`src/core_pkg.sv`:
```
// shared widths and encodings of the core, used by scoped names from the rtl and testbench.
package core_pkg;

    localparam int XLEN    = 32;  // data path width.
    localparam int REG_AW  = 5;   // register address, also shamt width.
    localparam int OPC_W   = 6;
    localparam int FUNCT_W = 6;
    localparam int IMM_W   = 16;

    // primary opcode, bits 31:26.
    typedef enum logic [OPC_W-1:0] {
        OP_RTYPE = 6'h00,
        OP_ADDI  = 6'h08,
        OP_ORI   = 6'h0d
    } opcode_e;

    // r-type function field, bits 5:0.
    typedef enum logic [FUNCT_W-1:0] {
        FN_SLL = 6'h00,
        FN_ADD = 6'h20,
        FN_SUB = 6'h22,
        FN_AND = 6'h24,
        FN_OR  = 6'h25,
        FN_SLT = 6'h2a
    } funct_e;

    typedef enum logic [2:0] {
        ALU_ADD = 3'd0,
        ALU_SUB = 3'd1,
        ALU_AND = 3'd2,
        ALU_OR  = 3'd3,
        ALU_SLT = 3'd4,
        ALU_SLL = 3'd5
    } alu_op_e;

endpackage
```
`src/instr_mem.sv`:
```
`timescale 1ns/1ps
// instruction memory; loaded through the write port, read by the fetch stage every cycle.
module instr_mem #(
    parameter int IMEM_DEPTH = 64
) (
    input  logic                            clk,
    input  logic                            wr_en_i,
    input  logic [$clog2(IMEM_DEPTH)-1:0]   wr_addr_i,
    input  logic [core_pkg::XLEN-1:0]       wr_data_i,
    input  logic [$clog2(IMEM_DEPTH)-1:0]   rd_addr_i,
    output logic [core_pkg::XLEN-1:0]       rd_data_o
);

    logic [core_pkg::XLEN-1:0] mem [IMEM_DEPTH];

    always_ff @(posedge clk) begin
        if (wr_en_i) begin
            mem[wr_addr_i] <= wr_data_i;
        end
    end

    assign rd_data_o = mem[rd_addr_i];  // word address, no read latency.

    // a non power of two depth leaves unused addresses.
    a_wr_addr_in_range: assert property (
        @(posedge clk) wr_en_i |-> (32'(wr_addr_i) < IMEM_DEPTH)
    ) else $error("instr_mem write address %0d beyond depth %0d", wr_addr_i, IMEM_DEPTH);

endmodule

```
`config.mk`:
```
export PLATFORM = sky130hd
export DESIGN_NAME = instr_mem
export DESIGN_NICKNAME = d
export VERILOG_FILES = /design/src/core_pkg.sv /design/src/instr_mem.sv
export SDC_FILE = /design/constraint.sdc
export NUM_CORES = 2
export LEC_CHECK = 0
export BUFFER_PORTS_ARGS = -buffer_cell sky130_fd_sc_hd__buf_4
export CAP_MARGIN = 30
export CORE_MARGIN = 4
export CORE_UTILIZATION = 40
export DETAILED_ROUTE_END_ITERATION = 10
export PLACE_DENSITY = 0.65
export SYNTH_ARGS = -nofsm -noshare
export SYNTH_HDL_FRONTEND = slang
export SYNTH_SLANG_ARGS = --single-unit
```
`constraint.sdc`:
```
create_clock -name clk -period 4.6 [get_ports clk]
set_input_delay 0.69 -clock clk [delete_from_list [all_inputs] [get_ports clk]]
set_output_delay 0.69 -clock clk [all_outputs]
set_load 0.005 [all_outputs]
```
# Yosys cells after proc, flatten, opt, wreduce, memory -nomap -nowiden
# Memories as Yosys holds them, arrays and structs flattened.
# Index checks and enable logic that the tools add are counted.
word_totals:
  inputBits: 46
  regBits: 0
  ramBits: 2048
  mem_count: 1
  elab_cells: 3
memory_table:
  columns: ["memory", "depth", "word_bits", "rd", "rd_clocked_by_memory_dff", "write_ports", "line", "rtl"]
  rows:
  - ["mem", 64, 32, 1, 0, 1, "instr_mem.sv:14", "logic [core_pkg::XLEN-1:0] mem [IMEM_DEPTH];"]
classes:
  mux: 2
ops:
  columns: ["operator", "count"]
  rows:
  - ["$mux 1", 2]

# Longest topological paths before layout
depth:
  depth_word: 2
  ltp_mapped: 10

# Worst setup path after synthesis
# Ideal clock, no wire load.
synth_timing:
  path_type: "input to register"
  startpoint: "in wr_addr_i[3]"
  endpoint: "mem mem[48][0] (netlist bit), enable pin"
  n_path_buf: 1
  t_arrival_ns: 3.389
  slack_ns: 0.750
  setup_ns: 0.461
  path_stages: 4
  cell_sequence: "clkbuf_1 -> nor2b_1 -> nand4b_1 -> nor3_1"
synth_lines:
  columns: ["element", "line", "rtl"]
  rows:
  - ["start, declared", "instr_mem.sv:8", "input logic [$clog2(IMEM_DEPTH)-1:0] wr_addr_i,"]
  - ["end, declared", "instr_mem.sv:14", null]
# Straight into the memory's write port.

# Worst setup path after layout
layout_timing:
  startpoint: "in rd_addr_i[3]"
  endpoint: "out rd_data_o[13] (netlist bit)"
layout_via:
  elab_chain_cells: 1
layout_lines:
  columns: ["element", "line", "rtl"]
  rows:
  - ["start, declared", "instr_mem.sv:10", "input logic [$clog2(IMEM_DEPTH)-1:0] rd_addr_i,"]
  - ["$mem_v2 64x32", null, null]
  - ["end, declared", "instr_mem.sv:11", "output logic [core_pkg::XLEN-1:0] rd_data_o"]
# No other way between the ends.

==> results.sh <==
export IMPL_status="finished, final reports clean"
export IMPL_clk_pin_slew_ns=0.06
export IMPL_total_power_uw=38500
export IMPL_rsz0062_at_grt="no"
export IMPL_yosys_register_bits=2048
export IMPL_die_h_um=449
export IMPL_post_cts_buffers=0
export IMPL_crit_type="primary input to output pin"
export IMPL_ant_nets=0
export IMPL_antenna_found_initial=10
export IMPL_post_route_min_period_ns=4.09
export IMPL_grt_total_usage_pct=20.2
export IMPL_grt_max_degree=65
export IMPL_routed_wl_met3_um=18800
export IMPL_hold_violations=0
export IMPL_row_count=161
export IMPL_syn_area_sq_um=77900
export IMPL_pre_cts_ws_ns=0.414
export IMPL_synth_warnings=0
export IMPL_cts_tree="built"
export IMPL_wl_met1_um=78400
export IMPL_die_x_um=449
export IMPL_slew_headroom_pct=34.7
export IMPL_synth_flop_cell="edfxtp_1"
export IMPL_io_buffers=77
export IMPL_fillers=15600
export IMPL_largest_register="mem"
export IMPL_routabilityCongestion=0.802
export IMPL_synth_largest_area_cell="edfxtp_1"
export IMPL_root_buffer="clkbuf_16"
export IMPL_hp_class="primary input to flop"
export IMPL_worstSetupStartpoint="rd_addr_i[3]"
export IMPL_finish_utilization_pct=46.5
export IMPL_maxSlewViolCount=0
export IMPL_ys_types=33
export IMPL_synth_nets=3338
export IMPL_required_ns=3.91
export IMPL_wl_um=205000
export IMPL_power_density_nw_per_um2=429
export IMPL_start_util_pct=40.4
export IMPL_drc=0
export IMPL_netlist_top_cells_count="edfxtp_1, mux4_2, nor2_1"
export IMPL_crit_arrival_ns=3.40
export IMPL_drive_gt1_share_pct=31.1
export IMPL_ioPinCount=78
export IMPL_cts_repair_resized=0
export IMPL_finalCritPeriodShare_pct=88.9
export IMPL_fmax_mhz=245
export IMPL_synth_top_cell_area_share_pct=79.0
export IMPL_grt_pass1_wl_um=290000
export IMPL_reg_top3="mem (2048)"
export IMPL_wl_per_cell_um=32.6
export IMPL_wl_met2_um=101000
export IMPL_hpwlAfterDp_um=117000
export IMPL_dr_pass1_iters=7
export IMPL_synth_edf_count=2048
export IMPL_first_global_vias=37700
export IMPL_crit_path_start_kind="primary input"
export IMPL_worst_slack_ns=0.513
export IMPL_routed_via_density=5.92
export IMPL_path_max_fanout=32
export IMPL_clk_path_buf_depth=3
export IMPL_hp_start="wr_addr_i[1]"
export IMPL_endpoint_kind="output pin"
export IMPL_overflow=0
export IMPL_synth_area_per_cell_sq_um=23.7
export IMPL_synth_cells=3292
export IMPL_vias=37300
export IMPL_highest_layer="met5"
export IMPL_drv_cap=0
export IMPL_dieArea_sq_um=202000
export IMPL_p_leak_uw=0.0278
export IMPL_async_flop_share_pct=0
export IMPL_yosysMostFrequentCell="edfxtp_1"
export IMPL_setup_viol=0
export IMPL_htree_levels=4
export IMPL_tightest_slew_ns=0.974
export IMPL_synth_seq_area_share_pct=79.0
export IMPL_synth_area_top_cells="edfxtp_1, mux4_2, mux2i_1"
export IMPL_irDropWorstVdd_v=0.000355
export IMPL_core_area_sq_um=193000
export IMPL_finalSetupTns_ns=0
export IMPL_drt_iter0_markers=4662
export IMPL_cts_sinks=2048
export IMPL_synthToLayoutAreaGrowth_pct=15.2
export IMPL_final_nets=3636
export IMPL_largest_reg_flops=2048
export IMPL_numCtsBuffers=200
export IMPL_hold_buffers=0
## stage by stage
stage	area, sq um	instances	hold WS (ns)
after floorplan	77900	3292	0.789
after global placement	83300	5913	1.20
after detailed placement	83300	5914	1.21
after CTS	89700	6289	0.308
after global routing	89700	6293	0.351
final	89700	6296	0.364
## cells by family (layout without fill, tap and decap cells)
logic type	after synthesis	after routing	share of synthesized area [%]
AOI/OAI and AO/OA	202	202	1.69
buffers and inverters	182	653	1.14
DFF	2048	2048	79.0
muxes	637	637	16.9
other	0	7	0
and+or+nand+nor	223	223	1.28
## where the power goes
part,switching (uW),total [uW],internal (uW)
combinational,1230,2000,780
clock,7000,15800,8800
sequential,27.0,20700,20700
## critical path, stage by stage
cell      delay, ns
buf_6          0.37
nand2b_1       0.64
buf_4          0.30
o22ai_1        0.10
nor2_1         0.28
a21oi_1        0.12
nor2_1         0.59
buf_4          0.23
## path summary, 6_finish.rpt
| check | end | slack [ns] | cells past startpoint |
|---|---|---|---|
| max | rd_data_o[13] | 0.51 | 8 |
| min | mem[49][3] | 0.36 | 2 |
## cell type report
cell class | count | area, sq um | area share, %
antenna | 7 | 17.5 | 0.0195
clock inverter | 134 | 1150 | 1.28
tap | 2526 | 3160 | 3.52
clock buffer | 241 | 5180 | 5.78
sequential | 2048 | 61500 | 68.6
multi-input combinational | 1062 | 16000 | 17.8
timing repair buffer | 278 | 2720 | 3.03
## per-layer routing
layer | GRT usage [%] | up-vias
li1 | - | 14800
met1 | 27.4 | 20200
met2 | 32.7 | 1934
met3 | 4.13 | 332
met4 | 7.26 | 4
met5 | 0 | -
## placed cells by master, fill, tap and decap left out, types with 3 or more instances in the layout
master,n
a41o_1,4
nor2_4,62
clkinv_8,3
buf_12,48
mux4_2,544
a21oi_1,62
o32ai_1,4
o221ai_1,27
inv_6,4
nand3_1,5
buf_4,225
edfxtp_1,2048
nand2_1,25
clkinv_2,46
nor2b_1,15
diode_2,7
mux2i_1,93
or3b_2,3
nand3b_1,5
clkinvlp_4,3
and3_1,4
o22ai_1,84
buf_8,3
clkbuf_1,40
or3_1,3
bufinv_16,13
clkinv_16,4
nor3_1,5
nor2_1,75
nand2b_1,7
a22oi_1,12
inv_16,4
a311oi_1,8
clkbuf_16,201
clkinv_1,55
Power figures use the tool's default switching activity.
