==> src/core_pkg.sv <==
// shared widths and encodings of the core, used by scoped names from the rtl and testbench.
package core_pkg;

    localparam int XLEN    = 32;  // data path width.
    localparam int REG_AW  = 5;   // register address, also shamt width.
    localparam int OPC_W   = 6;
    localparam int FUNCT_W = 6;
    localparam int IMM_W   = 16;

    // primary opcode, bits 31:26.
    typedef enum logic [OPC_W-1:0] {
        OP_RTYPE = 6'h00,
        OP_ADDI  = 6'h08,
        OP_ORI   = 6'h0d
    } opcode_e;

    // r-type function field, bits 5:0.
    typedef enum logic [FUNCT_W-1:0] {
        FN_SLL = 6'h00,
        FN_ADD = 6'h20,
        FN_SUB = 6'h22,
        FN_AND = 6'h24,
        FN_OR  = 6'h25,
        FN_SLT = 6'h2a
    } funct_e;

    typedef enum logic [2:0] {
        ALU_ADD = 3'd0,
        ALU_SUB = 3'd1,
        ALU_AND = 3'd2,
        ALU_OR  = 3'd3,
        ALU_SLT = 3'd4,
        ALU_SLL = 3'd5
    } alu_op_e;

endpackage
==> src/regfile.sv <==
`timescale 1ns/1ps
// general purpose registers; read in issue, written from the write-back register.
module regfile (
    input  logic                        clk,
    input  logic                        arst_n_i,
    input  logic                        we_i,
    input  logic [core_pkg::REG_AW-1:0] waddr_i,
    input  logic [core_pkg::XLEN-1:0]   wdata_i,
    input  logic [core_pkg::REG_AW-1:0] raddr_a_i,
    input  logic [core_pkg::REG_AW-1:0] raddr_b_i,
    output logic [core_pkg::XLEN-1:0]   rdata_a_o,
    output logic [core_pkg::XLEN-1:0]   rdata_b_o
);

    localparam int NREGS = 2 ** core_pkg::REG_AW;

    logic [core_pkg::XLEN-1:0] regs [NREGS];
    logic                      wr_live;  // a write that lands this cycle.

    assign wr_live = we_i && (waddr_i != '0);

    always_ff @(posedge clk or negedge arst_n_i) begin
        if (!arst_n_i) begin
            for (int i = 0; i < NREGS; i++) begin
                regs[i] <= '0;
            end
        end else if (wr_live) begin
            regs[waddr_i] <= wdata_i;
        end
    end

    // write-through, same cycle write is seen by issue.
    assign rdata_a_o = (wr_live && waddr_i == raddr_a_i) ? wdata_i : regs[raddr_a_i];
    assign rdata_b_o = (wr_live && waddr_i == raddr_b_i) ? wdata_i : regs[raddr_b_i];

    a_r0_stays_zero: assert property (
        @(posedge clk) disable iff (!arst_n_i)
        (we_i && waddr_i == '0) |=> (regs[0] == '0)
    ) else $error("write to register 0 changed its value");

endmodule

==> config.mk <==
export PLATFORM = sky130hd
export DESIGN_NAME = regfile
export DESIGN_NICKNAME = d
export VERILOG_FILES = /design/src/core_pkg.sv /design/src/regfile.sv
export SDC_FILE = /design/constraint.sdc
export NUM_CORES = 2
export LEC_CHECK = 0
export BUFFER_PORTS_ARGS = -buffer_cell sky130_fd_sc_hd__buf_2
export CORE_UTILIZATION = 40
export CTS_BUF_LIST = sky130_fd_sc_hd__clkbuf_8
export CTS_CLUSTER_DIAMETER = 40
export DETAILED_ROUTE_END_ITERATION = 6
export HOLD_SLACK_MARGIN = 0.1
export SLEW_MARGIN = 10
export SYNTH_ARGS = -nofsm -noshare
export SYNTH_HDL_FRONTEND = slang
export SYNTH_SLANG_ARGS = --single-unit
==> constraint.sdc <==
create_clock -name clk -period 2.2 [get_ports clk]
set_input_delay 0.11 -clock clk [delete_from_list [all_inputs] [get_ports clk]]
set_output_delay 0.11 -clock clk [all_outputs]
set_load 0.05 [all_outputs]
After elaboration in Yosys (flattened, before gate mapping)
Index checks and enable logic that the tools add are counted.
- order comparisons: 4
- eq/ne operators: 2
- mux-type cells: 11
- bitwise logic cells: 3
- reductions and logical operators: 5
- operators with widths (kind ; number):
    bitwise mux 1024 bit ; 1
    binary-select mux 32 bit (select 5 bit) ; 2
    2-to-1 mux 32 bit ; 7
    demux 32 bit (select 5 bit) ; 1
    >= comparator 6 bit (second input constant) ; 3
    NOT 5 -> 6 bit ; 3
    == test 5 bit ; 2
    < comparator 6 x 1 -> 1 bit (second input constant) ; 1
    nonzero test 5 bit ; 1
    logical AND 1 bit ; 4
- register bits after elaboration: 1024
- input bits: 50
- output and inout bits: 64
- logic and storage cells: 57

Logic depth before layout (Yosys ltp)
- depth in word-level cells: 6
- mapped depth: 8
- mapped depth without buffers: 5

Worst setup path before layout
Ideal clock, no wire load.
- path kind: input port to output port
- start point: input raddr_b_i[0] in the netlist's numbering
- end point: output rdata_b_o[29] in the netlist's numbering
- arrival time: 2.203 ns
- data required time: 2.090 ns
- path slack: -0.113 ns
- stages: 7
- path buffers: 3
- path through: buf_2 > buf_4 > buf_4 > mux4_2 > o22ai_1 > or4_1 > o21ai_1
- word-level cells in the longest chain between the ends: 5
- elaborated cells on any way between the ends: 7
- those cells by class: eq/ne (1); mux (4); bitwise (1); reduce/logical (1)
- ends and longest elaborated chain (element ; RTL line ; RTL):
    start: declaration ; regfile.sv:10 ; input logic [core_pkg::REG_AW-1:0] raddr_b_i,
    NOT 5 -> 6 bit (not written as such) ; regfile.sv:34 ; assign rdata_b_o = (wr_live && waddr_i == raddr_b_i) ? wdata_i : regs[raddr_b_i];
    binary-select mux 32 bit (select 5 bit) ; regfile.sv:34 ;
    2-to-1 mux 32 bit (not written as such) (2 in series) ; regfile.sv:34 ;
    2-to-1 mux 32 bit * ; regfile.sv:34 ;
    end: declaration ; regfile.sv:12 ; output logic [core_pkg::XLEN-1:0] rdata_b_o
Mark *: on every way between the ends. The rest lies on a longest branch, timed or not. The select of a mux whose other input is x is not followed.

Worst setup path after layout
- start point: register regs[958] in the netlist's numbering
- end point: output rdata_a_o[30] in the netlist's numbering
- word-level cells in the longest chain between the ends: 4
- ends and longest elaborated chain (element ; RTL line ; RTL):
    start: declaration ; regfile.sv:17 ; logic [core_pkg::XLEN-1:0] regs [NREGS];
    start signal: indexed assignment ; regfile.sv:28 ; regs[waddr_i] <= wdata_i;
    binary-select mux 32 bit (select 5 bit) ; regfile.sv:33 ; assign rdata_a_o = (wr_live && waddr_i == raddr_a_i) ? wdata_i : regs[raddr_a_i];
    2-to-1 mux 32 bit (not written as such) (2 in series) ; regfile.sv:33 ;
    2-to-1 mux 32 bit ; regfile.sv:33 ;
    end: declaration ; regfile.sv:11 ; output logic [core_pkg::XLEN-1:0] rdata_a_o,
Every way passes these cells. The select of a mux whose other input is x is not followed.

==> results.ini <==
[sta]
rsz0062_at_grt = yes
finalHoldViolations = 0
relSlewSlack_pct = 47.1
whs_ns = 0.170
final.min_clock_period_ns = 3.05
finalCritPeriodShare_pct = 139
tightest_slew_ns = 0.787
setup_viol = 64
layout_setup_ws_ns = -0.855
timing.fmax_mhz = 327
finClkSkew_ns = 0
slew_violations = 0

[global_routing]
met1_usage_pct = 36.9
antenna_found_initial = 7
gr-usage-met2_pct = 39.5
top_usage_layer = met2
grt_pass1_wl_um = 257000
grt_util_all_layers_pct = 26.0
grtUsageMet3_pct = 5.66
grt_start_max_net_pins = 89
grt-ovfl-total = 0
grt_pass1_vias = 36300

[layout]
finalInstanceArea_mm2 = 0.0659
drive_gt1_share_pct = 55.2
top_regs = regs x1024
largest_register_ffs = 1024
final_cell_mix = dfrtp_1 (1024), mux2_2 (629), mux4_2 (511), mux2_1 (363), clkbuf_8 (242)
mostFrequentLayoutCell = dfrtp_1
top_register = regs
synthToLayoutAreaGrowth_pct = 23.2
nNetsFinal = 3820

[synthesis]
synth_top_area_share_pct = 47.9
synth_compound_area_share_pct = 3.64
muxShareOfSynthArea_pct = 42.6
yosysTopAreaCell = dfrtp_1
synthTopCellsByArea = dfrtp_1 (48%), mux4_2 (22%), mux2_2 (13%), mux2_1 (7.6%), o22ai_1 (2.9%)
ys_async_sr_fraction_pct = 100
avgSynthCellArea_um2 = 15.3
ys.flop_type = dfrtp_1
syn_area_mm2 = 0.0534
synthXorXnorAreaFrac_pct = 0.164
synthAdderAreaFrac_pct = 0
ys_types = 41
syn_inst = 3483
synth_warnings = 0
synth_top_family_by_area = multiplexers
ys_ff_latch = 1024
synth_simple_gate_area_share_pct = 2.07
ys_seq_area_share_pct = 47.9
syn_nets = 3533
synth_edf_count = 0

[worst_setup_path]
path_cells = mux4_2, mux4_2, nand2_2, nand3_2, mux2_4, buf_8
end_kind = output port
crit_path_start = regs[958]
slowest_stage = mux4_2
crit_fanout = 2
path_class = reg2out
cp_slowest_stage_delay_ns = 0.50
required_ns = 2.09
cp-start-kind = register
crit_top_cell = mux4_2
worstPathArrival_ns = 2.94
r2r_start = regs[200]

[die]
core-area_mm2 = 0.132
rows = 133
die_y_um = 368
die_w_um = 368
initial_utilization_pct = 40.5
num_io_pins = 114
dieArea_mm2 = 0.135

[place]
pre_cts_ws_ns = -0.165
port_buffers = 113
place_hpwl_um = 108000
placed_cell_area_mm2 = 0.0596
place_congestion = 0.815

[clock_network]
cts_root_buffer = clkbuf_8
clkTransAtPathRegs_ns = 0.06
htree_levels = 4
numCtsBuffers = 189
clock_latency_ns = 0.91
cts_tree = built
clock_path_buffers = 3
cts.sinks = 1024

[route]
ant_nets = 0
drtIter0Drc = 2947
drc = 0
wl_per_cell_um = 30.6
vias = 35100
drt-vias-per-instance = 6.16
routed_wl_um = 174000
first_pass_iters = 5

[run_status]
violations = negative setup slack
status = complete, but fails checks

[power]
leakage_nw = 28.7
ir_drop_mv = 0.497
power_density_mw_per_mm2 = 888
power_mw = 58.5

[job]
drv_cap = 0

[min_path]
hp-start = we_i
hp-class = in2reg

## Yosys cell counts, types with 2 or more instances
cell type  instances
and2_1             2
or3_1              3
inv_2              2
mux2_2           630
xnor2_1            6
nor3b_1            4
mux2i_1            6
nor2b_1            3
nand3_1           10
nand3b_1           7
buf_6             17
a211oi_1           2
nand2_1           83
buf_1             51
or4_1             62
mux2_1           363
o21ai_1           62
nor2_1            22
buf_4             36
xor2_1             4
mux4_2           511
a221oi_1           2
buf_2             87
o22ai_1          248
or3b_1             2
dfrtp_1         1024
clkbuf_1         220
## per-layer routing
| layer | vias up | part of all wire [%] |
|---|---|---|
| met5 | - | 0.031 |
| met4 | 8 | 3.2 |
| met3 | 338 | 7.5 |
| met2 | 1400 | 46 |
| met1 | 19000 | 43 |
| li1 | 14300 | - |
## worst paths after layout
check,endpoint,slack (ns),cells after the start
worst min register to register,regs[1006],0.39,0
max in group asynchronous,regs[641],0.87,6
worst min-delay path,regs[175],0.17,5
worst max register to register,regs[200],1.19,3
min in group asynchronous,regs[1009],0.29,4
worst max-delay path,rdata_a_o[30],-0.85,6
## worst max-delay path, delay by kind of cell (launching register included)
family	cells	cell delay, ns
DFF	1	0.40
buffers and inverters	1	0.15
muxes	3	1.26
and+or+nand+nor	2	0.20
## metrics by stage
step / instances / utilization, % / TNS (ns)
after floorplan: 3483 / - / -0.135
after global placement: 5271 / 45.1 / -2.01
after detailed placement: 5271 / 45.1 / -1.59
after CTS: 5675 / 49.7 / -32.97
after global routing: 5687 / 49.9 / -34.57
final: 5689 / 49.9 / -28.37
## what timing repair did
action,CTS,global route
hold buffers,43,0
pin swaps,76,64
resized for setup,240,40
setup endpoints to repair,64,64
setup buffers,10,11
hold endpoints to repair,2016,0
## power breakdown
group | leakage [nW] | internal [mW] | switching, mW
Clock | 2.44 | 12.2 | 8.74
Combinational | 13.1 | 7.45 | 5.08
Sequential | 13.1 | 22.4 | 2.54
Total | 28.7 | 42.1 | 16.4
## layout make-up
type / instances / area [um^2]
fill: 11100 / 66100
multi-input combinational: 2044 / 27400
sequential: 1024 / 25600
timing repair buffer: 508 / 6230
clock buffer: 242 / 3330
tap: 1755 / 2200
clock inverter: 110 / 1080
inverter: 3 / 11.3
antenna: 3 / 7.51
## logic make-up (layout without fill, tap and decap cells)
group                     count (synthesis)  in the layout
DFF                                    1024           1024
buffers and inverters                   415            863
AOI/OAI and AO/OA                       320            320
muxes                                  1510           1510
xor gates and xnor gates                 10             10
and+or+nand+nor                         204            204
other                                     0              3
Power figures use the tool's default switching activity.
