--- src/core_pkg.sv ---
// shared widths and encodings of the core, used by scoped names from the rtl and testbench.
package core_pkg;

    localparam int XLEN    = 32;  // data path width.
    localparam int REG_AW  = 5;   // register address, also shamt width.
    localparam int OPC_W   = 6;
    localparam int FUNCT_W = 6;
    localparam int IMM_W   = 16;

    // primary opcode, bits 31:26.
    typedef enum logic [OPC_W-1:0] {
        OP_RTYPE = 6'h00,
        OP_ADDI  = 6'h08,
        OP_ORI   = 6'h0d
    } opcode_e;

    // r-type function field, bits 5:0.
    typedef enum logic [FUNCT_W-1:0] {
        FN_SLL = 6'h00,
        FN_ADD = 6'h20,
        FN_SUB = 6'h22,
        FN_AND = 6'h24,
        FN_OR  = 6'h25,
        FN_SLT = 6'h2a
    } funct_e;

    typedef enum logic [2:0] {
        ALU_ADD = 3'd0,
        ALU_SUB = 3'd1,
        ALU_AND = 3'd2,
        ALU_OR  = 3'd3,
        ALU_SLT = 3'd4,
        ALU_SLL = 3'd5
    } alu_op_e;

endpackage
--- src/decode.sv ---
`timescale 1ns/1ps
// issue-stage decoder; splits the instruction word into fields and control for execute.
module decode (
    input  logic [core_pkg::XLEN-1:0]   instr_i,
    output logic [core_pkg::REG_AW-1:0] rs_o,
    output logic [core_pkg::REG_AW-1:0] rt_o,
    output logic [core_pkg::REG_AW-1:0] rd_o,
    output logic [core_pkg::REG_AW-1:0] shamt_o,
    output logic [core_pkg::XLEN-1:0]   imm_o,
    output core_pkg::alu_op_e           alu_op_o,
    output logic [1:0]                  alu_src_o,
    output logic                        reg_wr_o,
    output logic                        valid_o
);

    core_pkg::opcode_e              opcode;
    core_pkg::funct_e               funct;
    logic [core_pkg::REG_AW-1:0]    rs_f;
    logic [core_pkg::REG_AW-1:0]    rt_f;
    logic [core_pkg::REG_AW-1:0]    rd_f;
    logic [core_pkg::IMM_W-1:0]     imm16;
    logic                           reg_dst;  // rd field is the destination.
    logic                           src_rt;   // port a reads rt.
    logic                           sign_ext;

    assign opcode  = core_pkg::opcode_e'(instr_i[31:26]);
    assign funct   = core_pkg::funct_e'(instr_i[5:0]);
    assign rs_f    = instr_i[25:21];
    assign rt_f    = instr_i[20:16];
    assign rd_f    = instr_i[15:11];
    assign shamt_o = instr_i[10:6];
    assign imm16   = instr_i[15:0];

    // alu_src: 00 rt data, 01 immediate, 10 shamt.
    always_comb begin
        alu_op_o  = core_pkg::ALU_ADD;
        alu_src_o = 2'b00;
        reg_wr_o  = 1'b0;
        valid_o   = 1'b0;
        reg_dst   = 1'b0;
        src_rt    = 1'b0;
        sign_ext  = 1'b0;
        case (opcode)
            core_pkg::OP_RTYPE: begin
                reg_dst  = 1'b1;
                reg_wr_o = 1'b1;
                valid_o  = 1'b1;
                case (funct)
                    core_pkg::FN_ADD: alu_op_o = core_pkg::ALU_ADD;
                    core_pkg::FN_SUB: alu_op_o = core_pkg::ALU_SUB;
                    core_pkg::FN_AND: alu_op_o = core_pkg::ALU_AND;
                    core_pkg::FN_OR:  alu_op_o = core_pkg::ALU_OR;
                    core_pkg::FN_SLT: alu_op_o = core_pkg::ALU_SLT;
                    core_pkg::FN_SLL: begin
                        alu_op_o  = core_pkg::ALU_SLL;
                        alu_src_o = 2'b10;
                        src_rt    = 1'b1;  // shifts rt, rs field unused.
                    end
                    default: begin
                        reg_wr_o = 1'b0;
                        valid_o  = 1'b0;
                    end
                endcase
            end
            core_pkg::OP_ADDI: begin
                alu_src_o = 2'b01;
                sign_ext  = 1'b1;
                reg_wr_o  = 1'b1;
                valid_o   = 1'b1;
            end
            core_pkg::OP_ORI: begin
                alu_op_o  = core_pkg::ALU_OR;
                alu_src_o = 2'b01;
                reg_wr_o  = 1'b1;
                valid_o   = 1'b1;
            end
            default: ;  // bubble.
        endcase
    end

    assign rs_o  = src_rt ? rt_f : rs_f;
    assign rt_o  = rt_f;
    assign rd_o  = reg_dst ? rd_f : rt_f;
    assign imm_o = {{(core_pkg::XLEN-core_pkg::IMM_W){sign_ext & imm16[core_pkg::IMM_W-1]}},
                    imm16};

endmodule

--- config.mk ---
export PLATFORM = sky130hd
export DESIGN_NAME = decode
export DESIGN_NICKNAME = d
export VERILOG_FILES = /design/src/core_pkg.sv /design/src/decode.sv
export SDC_FILE = /design/constraint.sdc
export NUM_CORES = 1
export LEC_CHECK = 0
export BUFFER_PORTS_ARGS = -buffer_cell sky130_fd_sc_hd__buf_4
export CAP_MARGIN = 10
export CORE_MARGIN = 2
export CORE_UTILIZATION = 29
export DETAILED_ROUTE_END_ITERATION = 10
export PLACE_DENSITY = 0.77
export SLEW_MARGIN = 0
export SYNTH_ARGS = -nofsm -noshare
export SYNTH_HDL_FRONTEND = slang
export SYNTH_SLANG_ARGS = --single-unit
--- constraint.sdc ---
create_clock -name vclk -period 1.2
set_input_delay 0.24 -clock vclk [all_inputs]
set_output_delay 0.24 -clock vclk [all_outputs]
set_load 0.005 [all_outputs]
Word level (Yosys, flattened, before mapping)
Index checks and enable logic that the tools add are counted.
Storage, ports and cells
  flip-flop bits (word level): 0
  memories kept: 0
  latch bits: 0
  ROM bits: 0
  RAM bits: 0
  input port bits: 32
Operators by class
  shift operators: 0
  $lt $le $gt $ge: 0
  equal/unequal tests: 7
  multiply operators: 0
  bitwise operators: 1
  reductions and logical operators: 4
  mux-type cells: 12
  div/mod/pow operators: 0
  add/sub/neg operators: 0
Operators by type and width (number)
  equality test 6 bit, second input constant: 5
  case mux 3 bit (5 select lines): 1
  equality test 6 x 4 -> 1 bit, second input constant: 2
  zero test 6 bit: 2
  two-way mux 5 bit: 2
  case mux 3 bit (2 select lines): 1
  OR reduction 6 bit: 1
  two-way mux 1 bit: 5
  case mux 2 bit (2 select lines): 1
  two-way mux 2 bit: 1
  case mux 1 bit (2 select lines): 1
  OR reduction 2 bit: 1
  bitwise AND 1 bit: 1

Longest topological paths before layout
  depth in word-level cells: 4
  mapped depth: 4
  gate-level depth less buffers: 3

Least setup slack after synthesis
Ideal clock, no wire load.
  kind: input-to-output
  from: input instr_i[28] (netlist name)
  to: output valid_o
  path slack: -216 ps
  arrival time: 1176 ps
  required time: 960 ps
  stages: 4
  cells stage by stage: or3b_2 a21oi_1 o21bai_1 buf_4
On the way
  longest elaborated chain between the ends: 3
  elaborated cells on any way between the ends: 5
  those cells by class: 2 x eq/ne; 1 x mux; 2 x reduce/logical
Ends and longest elaborated chain
  start, declared: line decode.sv:4  | input logic [core_pkg::XLEN-1:0] instr_i,
  equality test 6 x 4 -> 1 bit
  OR reduction 2 bit (no line)
  case mux 1 bit (2 select lines) *
  end, declared: line decode.sv:13  | output logic valid_o
Mark *: on every way between the ends. The rest lies on a longest branch, timed or not.

Final worst setup path
  from: input instr_i[31] (netlist name)
  to: output rs_o[2] (netlist name)
On the way
  longest elaborated chain between the ends: 3
Ends and longest elaborated chain
  zero test 6 bit: line decode.sv:43  | case (opcode)
  two-way mux 1 bit: line decode.sv:43
  two-way mux 5 bit: line decode.sv:81  | assign rs_o = src_rt ? rt_f : rs_f;
  end, declared: line decode.sv:5  | output logic [core_pkg::REG_AW-1:0] rs_o,
Every way passes these cells.

==> impl_metrics.ini <==
[sta]
finalMaxSlewViolations = 0
hold_violations = 0
worst_slack_ps = -387
max-slew-margin-rel_pct = 80.7
final_min_period_over_clock_period_pct = 132
rsz0062_at_grt = true
finalSetupViolCount = 33
min_period_ps = 1590
max_freq_mhz = 630
worst_slew_pin_slew_ps = 287

[floorplan]
dieHeight_um = 51.0
die_w_um = 51.0
core_area_mm2 = 0.00215
io_pins = 91
placement_rows = 17
design.die.area_mm2 = 0.00261
start_util_pct = 29.9

[global_route]
vias_in_the_first_global_route = 803
antenna_found_initial = 0
globalRoute.totalOverflow = 0
grt_max_degree = 9
globalRouteTotalUtil_pct = 20.2
wire_length_of_the_first_global_routing_pass_um = 4090

[logic_synthesis]
largest_family_of_logic_cells_by_synthesized_area = buffers and inverters
synth_compound_area_share_pct = 6.43
synth_warnings = 0
post_synth_and_or_nand_nor_area_fraction_pct = 25.7
synth.avg_cell_area_um2 = 7.73
synth_nets = 115
yosys.area_share.xor_xnor_pct = 0
netlist-cell-type-count = 24
seq_area_frac_synth_pct = 0
synth.area.mux_share_pct = 17.5
post_synth_fa_ha_maj_area_fraction_pct = 0
synthCells = 83
cell_area_after_synthesis_um2 = 642

[setup_path]
critical_path_peak_fanout = 6
setup.worst_path.class = in2out
worstSetupStartpointType = primary input
endpoint_required_time_on_the_critical_path_ps = 960
arrival_ps = 1350
worst_setup_path_end_kind = primary output

[placed_design]
io_buffer_count = 76
hpwlAfterDp_um = 1700
place_congestion = 0.715
placed_cells = 159

[cells_and_area]
multi_input_area_um2 = 467
post_layout_nonfiller_instances = 167
num-fill-cells = 144
layout.area.seq_um2 = 0
layout-drive-gt1-share_pct = 91.4
syn_to_final_growth_pct = 119
antenna_cells_inserted = 0
clockBufferCount = 0
numSequentialCells = 0
design.final.nets = 173

[drt]
drcViolationCount = 0
route.final.wire_length_um = 3090
first_iter_violations = 9
average_detailed_routed_wire_length_per_instance_um = 18.5
vias_per_cell = 4.93
ant_nets = 0
drtPass1Iterations = 4
via_count = 824

[power_and_ir_drop]
p_leak_nw = 0.686
ir_drop_mv = 0.154
power.density_cell_area_mw_per_mm2 = 264
post_layout_total_power_mw = 0.370

[run]
drv_cap = 0

[worst_hold_path]
hold_class = in2out

[status]
outcome = finished, violations left
failed_checks = setup timing

[clock_tree]
hold_buffers = 0
-- layout make-up --
cell class,count,share of cell area (%)
Timing Repair Buffer,97,63.7
Multi-Input combinational cell,40,33.2
Tap cell,28,2.50
Inverter,2,0.535
-- placed cells by master (no fill, tap or decap), drive strengths merged, types with 2 or more instances in the layout --
| master | count |
|---|---|
| a21oi | 2 |
| a32oi | 2 |
| and4 | 2 |
| buf | 97 |
| inv | 2 |
| mux2 | 10 |
| nand2b | 2 |
| nand3 | 3 |
| nor2 | 4 |
| nor3 | 3 |
-- worst paths after layout --
check   startpoint        to  slack [ps]  cells after the start
min     instr_i[8]  imm_o[8]         480                      0
max    instr_i[31]   rs_o[2]        -390                      6
-- critical path: stages --
cell and delay (ps):
buf_8 100, nor3_4 230, buf_12 160, nand4_4 150, mux2_4 340, buf_6 120
-- cells by family (layout without fill, tap and decap cells) --
logic type	Yosys count	in the layout
mux	10	10
simple gates	23	24
buf+inv	44	99
compound gates	6	6
-- synth_stat cells, drive strengths merged --
| library cell | count | area, um2 |
|---|---|---|
| or3 | 1 | 6.26 |
| o21bai | 1 | 7.51 |
| nand2 | 1 | 3.75 |
| o22ai | 1 | 6.26 |
| or2b | 1 | 7.51 |
| and3b | 1 | 8.76 |
| nor4b | 1 | 8.76 |
| and4 | 1 | 8.76 |
| or3b | 1 | 8.76 |
| nand4 | 1 | 12.5 |
| nand3 | 3 | 15.0 |
| nor2 | 4 | 15.0 |
| nor4 | 1 | 12.5 |
| inv | 2 | 7.51 |
| buf | 42 | 315 |
| mux2 | 10 | 113 |
| nand2b | 2 | 12.5 |
| a32oi | 2 | 17.5 |
| a21oi | 2 | 10.0 |
| nand3b | 1 | 7.51 |
| and3 | 1 | 6.26 |
| nor3 | 3 | 31.3 |
-- timing repair --
action | 4_1_cts | 5_1_grt
cloned | 1 | 0
gates resized for setup | 44 | 15
pin swaps | 12 | 6
buffers inserted | 6 | 1
setup endpoints to repair | 33 | 33
-- metal layers --
| metal | GRT usage (%) | wire length [um] | vias to the layer above |
|---|---|---|---|
| met2 | 39.6 | 1600 | 56 |
| li1 | - | - | 362 |
| met1 | 20.6 | 1080 | 385 |
| met5 | 0 | 0 | - |
| met3 | 3.80 | 261 | 21 |
| met4 | 8.11 | 142 | 0 |
-- report_power, final --
part / internal [mW] / switching, mW
sequential: 0 / 0
clock: 0 / 0
combinational: 0.226 / 0.144
total: 0.226 / 0.144
-- per-stage QoR --
step                util, %  instance area (um2)  hold WS, ps  TNS [ps]  setup slack [ps]
finish                 65.3                 1400          480    -10430              -387
global route           65.3                 1400          480    -11180              -426
CTS                    61.6                 1320          480     -8590              -369
detailed placement     50.1                 1080          480    -10520              -426
global placement       50.1                 1080          480     -9840              -408
floorplan                 -                  686          504      -387             -74.3
(Power assumes the default switching activity.)
