$ cat config.mk
export PLATFORM = sky130hd
export DESIGN_NAME = alu
export DESIGN_NICKNAME = d
export VERILOG_FILES = /design/src/core_pkg.sv /design/src/alu.sv
export SDC_FILE = /design/constraint.sdc
export NUM_CORES = 1
export LEC_CHECK = 0
export CORE_MARGIN = 4
export CORE_UTILIZATION = 45
export DETAILED_ROUTE_END_ITERATION = 10
export DONT_BUFFER_PORTS = 1
export SLEW_MARGIN = 20
export SYNTH_ARGS = -nofsm -noshare
export SYNTH_HDL_FRONTEND = slang
export SYNTH_SLANG_ARGS = --single-unit
$ cat constraint.sdc
create_clock -name vclk -period 4.9
set_clock_uncertainty 0.15 [all_clocks]
set_input_delay 0.245 -clock vclk [all_inputs]
set_output_delay 0.245 -clock vclk [all_outputs]
set_load 0.02 [all_outputs]
$ cat src/core_pkg.sv
// shared widths and encodings of the core, used by scoped names from the rtl and testbench.
package core_pkg;

    localparam int XLEN    = 32;  // data path width.
    localparam int REG_AW  = 5;   // register address, also shamt width.
    localparam int OPC_W   = 6;
    localparam int FUNCT_W = 6;
    localparam int IMM_W   = 16;

    // primary opcode, bits 31:26.
    typedef enum logic [OPC_W-1:0] {
        OP_RTYPE = 6'h00,
        OP_ADDI  = 6'h08,
        OP_ORI   = 6'h0d
    } opcode_e;

    // r-type function field, bits 5:0.
    typedef enum logic [FUNCT_W-1:0] {
        FN_SLL = 6'h00,
        FN_ADD = 6'h20,
        FN_SUB = 6'h22,
        FN_AND = 6'h24,
        FN_OR  = 6'h25,
        FN_SLT = 6'h2a
    } funct_e;

    typedef enum logic [2:0] {
        ALU_ADD = 3'd0,
        ALU_SUB = 3'd1,
        ALU_AND = 3'd2,
        ALU_OR  = 3'd3,
        ALU_SLT = 3'd4,
        ALU_SLL = 3'd5
    } alu_op_e;

endpackage
$ cat src/alu.sv
`timescale 1ns/1ps
// execute-stage alu; combinational, one result per operation code.
module alu (
    input  core_pkg::alu_op_e           op_i,
    input  logic [core_pkg::XLEN-1:0]   a_i,
    input  logic [core_pkg::XLEN-1:0]   b_i,
    output logic [core_pkg::XLEN-1:0]   result_o
);

    logic [core_pkg::XLEN-1:0] sum;
    logic [core_pkg::XLEN-1:0] diff;
    logic                      lt;

    assign sum  = a_i + b_i;  // wraps.
    assign diff = a_i - b_i;
    assign lt   = $signed(a_i) < $signed(b_i);

    always_comb begin
        case (op_i)
            core_pkg::ALU_ADD: begin
                result_o = sum;
            end
            core_pkg::ALU_SUB: begin
                result_o = diff;
            end
            core_pkg::ALU_AND: begin
                result_o = a_i & b_i;
            end
            core_pkg::ALU_OR: begin
                result_o = a_i | b_i;
            end
            core_pkg::ALU_SLT: begin
                result_o = {{(core_pkg::XLEN-1){1'b0}}, lt};
            end
            core_pkg::ALU_SLL: begin
                // only the low five bits shift.
                result_o = a_i << b_i[4:0];
            end
            default: begin
                result_o = '0;
            end
        endcase
    end

endmodule

== After elaboration in Yosys (flattened, before gate mapping) ==
Cells that the tools add are included.

* Register bits after elaboration: 0
* Bits in latches: 0
* Input port bits: 67
* Memories: 0
* Memory bits (read-only): 0
* Memory bits (writable): 0

* Reductions and logical operators: 1
* Shift operators: 1
* Multipliers: 0
* $add $sub $neg: 2
* Mux-type cells: 1
* Div/mod/pow operators: 0
* Order comparisons: 1
* Bitwise operators: 2
* Equality and inequality tests: 5

{| class="wikitable"
|+ Operators by type and width
! operator !! number
|-
| one-hot mux 32 bit (6 select lines) || 1
|-
| adder 32 bit || 1
|-
| bitwise AND 32 bit || 1
|-
| < comparator 32 bit || 1
|-
| OR 32 bit || 1
|-
| left shift 32 x 5 -> 32 bit || 1
|-
| subtractor 32 bit || 1
|-
| equality test 3 x 2 -> 1 bit, second input constant || 2
|-
| equality test 3 bit, second input constant || 2
|-
| equality test 3 x 1 -> 1 bit, second input constant || 1
|-
| logical NOT 3 bit || 1
|}

== Logic depth before layout (Yosys ltp) ==
Gate-level depths: netlist (run 1).

* Depth after elaboration: 2
* Depth in mapped cells: 15
* Depth with buffers taken out: 13

== Worst setup path before layout (run 1) ==
Ideal clock, no wire load.

* Path kind: input-to-output
* From: input b_i[2] (netlist bit)
* To: output result_o[31] (netlist bit)
* Arrival: 3.595 ns
* Stages on the path: 14
* Slack: 0.910 ns
* Buffers on the path: 3
* Path through: clkbuf_1 -> inv_1 -> clkbuf_1 -> clkbuf_1 -> ha_1 -> o21ai_0 -> o21ai_1 -> a221oi_2 -> o31ai_4 -> a2111oi_4 -> o41ai_2 -> a211oi_2 -> xor2_1 -> o221ai_1

* Cells in the longest elaborated chain, start to end: 2
* Elaborated cells between the ends (all ways): 4
* Classes of those cells: 2 x add/sub; 1 x shift; 1 x mux

{| class="wikitable"
|+ RTL lines
! what !! RTL line !! RTL
|-
| start, declared || alu.sv:6 || <nowiki>input logic [core_pkg::XLEN-1:0] b_i,</nowiki>
|-
| subtractor 32 bit, or another cell as far along || alu.sv:15 || <nowiki>assign diff = a_i - b_i;</nowiki>
|-
| one-hot mux 32 bit (6 select lines) * || alu.sv:19 || <nowiki>case (op_i)</nowiki>
|-
| end, declared || alu.sv:7 || <nowiki>output logic [core_pkg::XLEN-1:0] result_o</nowiki>
|}

Every way passes the cells marked *; elsewhere a longest branch is shown, timed or not.

== Final worst setup path (run 1) ==
* From: input b_i[3] (netlist bit)
* To: output result_o[31] (netlist bit)

Same word-level chain as after synthesis.

==> results of run 1 <==
## critical path, cell delays in order
cell	delay (ns)
inv_1	0.23
ha_1	0.51
o21ai_0	0.16
o21ai_1	0.33
a221oi_2	0.16
o31ai_4	0.45
a2111oi_4	0.15
o41ai_2	0.60
a211oi_2	0.17
xor2_1	0.17
o221ai_1	0.46
## metrics by stage
stage | hold slack (ns) | area, um2 | setup slack (ns) | total power [mW] | cells
finish | 0.573 | 6010 | 0.864 | 0.717 | 992
global route | 0.586 | 6010 | 0.696 | 0.778 | 992
CTS | 0.576 | 6010 | 0.942 | 0.703 | 992
detailed placement | 0.574 | 6010 | 0.979 | 0.698 | 992
global placement | 0.572 | 6010 | 0.971 | 0.700 | 992
floorplan | 0.556 | 5980 | 0.910 | 0.563 | 867
## cell families (layout without fill, tap and decap cells)
kind of cell / Yosys count / in the layout / synth area share, %
AO/OA/AOI/OAI: 307 / 307 / 34.5
XOR/XNOR: 30 / 30 / 4.39
adder cells (fa/ha/maj): 104 / 104 / 22.0
buffers and inverters: 149 / 102 / 10.0
multiplexers: 47 / 47 / 12.3
AND/OR/NAND/NOR: 230 / 230 / 16.8
## worst max-delay path by stage
stage | start | endpoint | cells after the start
floorplan | b_i[2] | result_o[31] | 14
global placement | b_i[3] | result_o[31] | 11
global route | b_i[3] | result_o[26] | 12
finish | b_i[3] | result_o[31] | 11
detailed placement | b_i[3] | result_o[31] | 11
CTS | b_i[3] | result_o[31] | 11
## metal layers
| metal | part of all wire [%] | GRT usage [%] | vias up | wire, um |
|---|---|---|---|---|
| met5 | 0 | 0 | - | 0 |
| met4 | 2.7 | 7.20 | 0 | 605 |
| met3 | 9.8 | 5.90 | 46 | 2230 |
| met2 | 44 | 46.2 | 346 | 9960 |
| met1 | 44 | 41.3 | 3108 | 9910 |
| li1 | - | - | 3069 | - |
## cell type report
type | instances | area, um2 | share of cell area, %
Timing Repair Buffer | 7 | 52.6 | 0.874
Inverter | 95 | 357 | 5.93
Tap cell | 172 | 215 | 3.58
Multi-Input combinational cell | 718 | 5390 | 89.6
## power groups by stage
stage                     Combinational [mW]  Sequential, mW  Clock, mW
final                                  0.717               0          0
after global routing                   0.778               0          0
after CTS                              0.703               0          0
after detailed placement               0.698               0          0
after global placement                 0.700               0          0
after floorplan                        0.563               0          0
## cells in the final DEF (no fill, tap or decap), drive strengths merged, types with 11 or more instances in the layout
master / n
a31oi: 16
o221ai: 20
nand2: 79
nor2: 84
o21bai: 16
nor3: 18
mux4: 21
xnor2: 25
a21oi: 91
nand3: 16
inv: 94
ha: 102
mux2i: 24
a221oi: 19
a211oi: 12
o21ai: 70
o31ai: 11
==> metrics.yaml, run 1 <==
max_clock_freq_mhz: 248
n_antenna_cell: 0
viasPerCell: 6.62
yosysWarnings: 0
fillers: 1348
tightest_slew_ns: 1.11
worst_ir_drop_vdd_v: 0.0000488
power_frac_comb_pct: 100.0
maxSlewHeadroom_pct: 26.0
seq_cells: 0
grt_pass1_vias: 6240
grt_pass1_wl_um: 35500
setup_viol: 0
hp-start: "op_i[2]"
drc: 0
start_util_pct: 46.6
gp_congestion: 1.01
synthToLayoutAreaGrowth_pct: 0.523
rsz0062_at_grt: "no"
vias: 6569
hold_violations: 0
cap_violations: 0
core_area_um2: 12800
utilization_pct: 46.9
path_class: "in -> out"
grt_max_degree: 49
hold_path_end: "result_o[1]"
switching_power_mw: 0.457
start_kind: "input pin"
internal_power_mw: 0.260
hold_path_class: "in -> out"
antenna_found_initial: 0
dp_hpwl_um: 18200
fin_crit_ns: 4.04
synth_area_leaders: "ha_1, mux4_2, a21oi_1"
synth_top_area_share_pct: 21.3
outcome: "finished clean"
crit_required_ns: 4.51
syn_area_um2: 5980
die_w_um: 123
swShare_pct: 63.8
drive_gt1_share_pct: 5.49
cts_setup_buffers: 0
synth_commonest_cells: "ha_1, inv_1, a21oi_1"
io_buffer_count: 0
drtAntennaViolNets: 0
crit_fanout: 37
post_drt_wl_per_cell_um: 22.9
cts_resized: 0
yosysTopAreaCell: "ha_1"
drt_iter0_markers: 683
synth.most_common_cell: "ha_1"
fp-row-count: 41
pwr-share-clk_pct: 0
min_period_over_period_pct: 82.4
dr.pass1.iters: 6
ios: 99
power_leakage_nw: 2.68
die_y_um: 123
dieArea_um2: 15200
routed_wl_um: 22700
gr-usage-all-layers_pct: 29.4
hold_depth: 1
cp-end-kind: "primary output"
ys_types: 70
mappedNetlistNets: 1038
pwr-share-seq_pct: 0
avgSynthCellArea_um2: 6.90
power_density_nw_per_um2: 119
slew_violations: 0
final_nets: 993
fin_setup_tns_ns: 0
hold_buffers: 0
grt_overflow_total: 0
yosysSeqAreaShare_pct: 0
worstPathArrival_ns: 3.64
syn_inst: 867
regArea_um2: 0
n_clock_buffer: 0
Note: power is estimated with default switching activity, not from simulation.
==> inputs of run 2 (changes only) <==
- clock period: 4.9 -> 3.4 ns (I/O delays scaled with it)
==> metrics.yaml, run 2 (synthesis results as in run 1) <==
die_w_um: 123
pwr-share-seq_pct: 0
critical_path.top_delay_family: "compound AO/OA/AOI/OAI gates"
outcome: "finished clean"
gp_congestion: 0.956
fillers: 1372
fp-row-count: 41
pwr-share-clk_pct: 0
dr.pass1.iters: 5
start_util_pct: 46.6
crit_required_ns: 3.08
maxSlewHeadroom_pct: 44.9
holdWs_ns: 0.403
slowest_delay_ns: 0.42
gr-usage-all-layers_pct: 29.3
viasPerCell: 6.42
core_area_um2: 12800
setup_viol: 0
rsz0062_at_grt: "yes"
synthToLayoutAreaGrowth_pct: 10.8
drive_gt1_share_pct: 14.7
min_period_over_period_pct: 97.4
swShare_pct: 58.8
max_clock_freq_mhz: 302
cap_violations: 0
worst_ir_drop_vdd_v: 0.0000849
hold_violations: 0
crit_chain: "clkinv_1 -> ha_1 -> o21bai_1 -> o211ai_1 -> a31oi_1 -> a211oi_2 -> o21ai_1 -> a31o_2 -> a21oi_1 -> nor2_1 -> or4_1 -> nand3_2"
layout_commonest_cell: "ha_1"
tightest_slew_ns: 0.824
io_buffer_count: 0
crit_fanout: 37
switching_power_mw: 0.691
grt_overflow_total: 0
n_antenna_cell: 0
power_frac_comb_pct: 100.0
fin_crit_ns: 3.31
postPlaceCellArea_um2: 6510
worstPathArrival_ns: 2.99
n_clock_buffer: 0
internal_power_mw: 0.483
antenna_found_initial: 0
path_buf_inv: 1
drt_iter0_markers: 624
vias: 6796
utilization_pct: 51.7
drtAntennaViolNets: 0
grt_pass1_vias: 6532
fin_setup_tns_ns: 0
path_class: "in -> out"
dp_hpwl_um: 18500
cp-end-kind: "primary output"
die_y_um: 123
dp_cells: 1057
hold_buffers: 0
seq_cells: 0
post_drt_wl_per_cell_um: 21.8
routed_wl_um: 23100
grt_max_degree: 49
ios: 99
power_density_nw_per_um2: 177
final_nets: 1059
power_leakage_nw: 3.02
stdcell_area_um2: 6630
grt_pass1_wl_um: 35500
critPathSlowestCell: "or4_1"
start_kind: "input pin"
hold_path_class: "in -> out"
mostFrequentLayoutCells: "ha_1, inv_1, a21oi_1"
regArea_um2: 0
dieArea_um2: 15200
slew_violations: 0
fin_cells: 1058
drc: 0
## run 2: power groups by stage
stage | Combinational, mW | Clock, mW | Sequential (mW)
2_1_floorplan | 0.816 | 0 | 0
3_5_place_dp | 1.12 | 0 | 0
6_report | 1.17 | 0 | 0
5_1_grt | 1.26 | 0 | 0
3_3_place_gp | 1.13 | 0 | 0
4_1_cts | 1.13 | 0 | 0
## run 2: final cells by class
cell class | count | area (um2) | share of cell area, %
inverter | 95 | 357 | 5.38
tap | 172 | 215 | 3.25
timing repair buffer | 73 | 556 | 8.38
multi-input combinational | 718 | 5500 | 83.0
## run 2: repair_timing
action | in CTS | in global routing
hold endpoints to repair | 0 | 0
pin swaps | 0 | 11
setup buffers | 0 | 1
gates resized for setup | 1 | 21
setup endpoints to repair | 1 | 10
## run 2: per-stage QoR
step                power (mW)  setup WS [ns]
CTS                       1.13         0.0218
global route              1.26        -0.0611
detailed placement        1.12       -0.00442
finish                    1.17         0.0873
floorplan                0.816         0.0460
global placement          1.13        -0.0366
## run 2: layer usage
metal	share of wire (%)	wire, um	vias to the layer above	track usage, %
li1	-	-	3203	-
met1	43	9860	3193	40.6
met2	45	10300	353	47.8
met3	9.8	2260	47	4.48
met4	2.7	617	0	7.40
met5	0	0	-	0
## run 2: final timing paths
kind / start / to / cells past startpoint
hold / removal: op_i[2] / result_o[2] / 2
setup / recovery: b_i[1] / result_o[25] / 12
==> inputs of run 3 (changes only) <==
- clock period: 3.4 -> 3.15 ns (I/O delays scaled with it)
==> metrics.yaml, run 3 (synthesis results as in run 1) <==
core_area_um2: 12800
worstPathArrival_ns: 2.88
die_y_um: 123
outcome: "finished, violations left"
fp-row-count: 41
fillers: 1257
crit_chain: "clkinvlp_4 -> ha_4 -> a211oi_4 -> o21ai_4 -> a221oi_2 -> buf_4 -> o31ai_4 -> a2111oi_4 -> o41ai_4 -> a211oi_2 -> xor2_1 -> o221ai_2 -> buf_4"
dieArea_um2: 15200
antenna_found_initial: 0
hold_depth: 2
dr.pass1.iters: 6
cp-end-kind: "primary output"
viasPerCell: 6.46
path_class: "in -> out"
crit_required_ns: 2.84
drtAntennaViolNets: 0
critPathSlowestCell: "a2111oi_4"
vias: 7045
drt_iter0_markers: 776
violations: "negative setup slack"
synthToLayoutAreaGrowth_pct: 19.8
n_antenna_cell: 0
worst_ir_drop_vdd_v: 0.000115
hold_path_end: "result_o[2]"
crit_fanout: 6
ios: 99
power_leakage_nw: 3.22
hp-start: "op_i[2]"
grt_pass1_vias: 6737
final_nets: 1092
n_clock_buffer: 0
hold_buffers: 0
drc: 0
cap_violations: 0
min_period_over_period_pct: 101
regArea_um2: 0
tightest_slew_ns: 0.782
layout_commonest_cell: "buf_4"
routed_wl_um: 24000
seq_cells: 0
power_density_nw_per_um2: 196
slew_violations: 0
gp_congestion: 0.972
grt_pass1_wl_um: 37000
die_w_um: 123
maxSlewHeadroom_pct: 47.3
grt_overflow_total: 0
io_buffer_count: 0
slowest_delay_ns: 0.44
hold_path_class: "in -> out"
post_drt_wl_per_cell_um: 22.0
power_mw: 1.40
start_kind: "input pin"
start_util_pct: 46.6
mostFrequentLayoutCells: "buf_4, ha_1, inv_1"
hold_violations: 0
fin_crit_ns: 3.19
gr-usage-all-layers_pct: 30.4
rsz0062_at_grt: "yes"
grt_max_degree: 49
utilization_pct: 55.9
dp_hpwl_um: 18900
fin_ws_ns: -0.0394
setup_viol: 4
place_ws_ns: -0.148
drive_gt1_share_pct: 21.1
path_common_cell: "buf_4"
max_clock_freq_mhz: 314
## run 3: cell count changes in the layout (fill, tap and decap cells not counted), sizes merged
| cell | previous run | this run |
|---|---|---|
| buf | 73 | 106 |
| clkinv | 1 | 0 |
| clkinvlp | 0 | 3 |
| inv | 94 | 92 |
## run 3: routing by layer
| metal | share of wire (%) | vias to the layer above | track usage, % | wire length (um) |
|---|---|---|---|---|
| li1 | - | 3265 | - | - |
| met1 | 44 | 3364 | 44.0 | 10500 |
| met2 | 46 | 372 | 49.4 | 10900 |
| met3 | 8.8 | 44 | 3.11 | 2110 |
| met4 | 1.9 | 0 | 5.40 | 463 |
| met5 | 0 | - | 0 | 0 |
## run 3: worst max path at each step
stage,end,cells past startpoint,slack [ns],from
2_1_floorplan,result_o[31],14,-0.006,b_i[2]
3_3_place_gp,result_o[24],13,-0.12,a_i[0]
3_5_place_dp,result_o[24],13,-0.15,a_i[0]
4_1_cts,result_o[30],16,-0.03,a_i[7]
5_1_grt,result_o[23],14,-0.14,b_i[5]
6_report,result_o[31],13,-0.04,a_i[1]
## run 3: cell type report
class | instances | area, um2 | share of cell area, %
Timing Repair Buffer | 106 | 811 | 11.3
Multi-Input combinational cell | 718 | 5770 | 80.5
Tap cell | 172 | 215 | 3.00
Inverter | 95 | 368 | 5.14
## run 3: power breakdown
part	leakage (nW)	total, mW	internal (mW)	switching, mW
logic	3.22	1.40	0.598	0.804
registers	0	0	0	0
clock network	0	0	0	0
total	3.22	1.40	0.598	0.804
## run 3: what timing repair did
item / CTS / global route
endpoints found under the setup margin: 12 / 17
pin swaps: 13 / 27
resized for setup: 18 / 50
setup buffers: 1 / 6
## run 3: worst max-delay path, delay by kind of cell
family / cells / cell delay [ns]
AOI/OAI and AO/OA: 8 / 1.78
buffers and inverters: 3 / 0.47
xor gates and xnor gates: 1 / 0.21
adders and majority gates: 1 / 0.27
## run 3: per-stage QoR
stage / TNS [ns] / area [um2] / hold slack [ns] / instances
final: -0.129 / 7160 / 0.396 / 1091
after global routing: -0.796 / 7160 / 0.404 / 1091
after CTS: -0.0759 / 6870 / 0.400 / 1088
after detailed placement: -0.928 / 6780 / 0.400 / 1087
after floorplan: -0.00561 / 6040 / 0.381 / 867
after global placement: -0.691 / 6780 / 0.388 / 1087
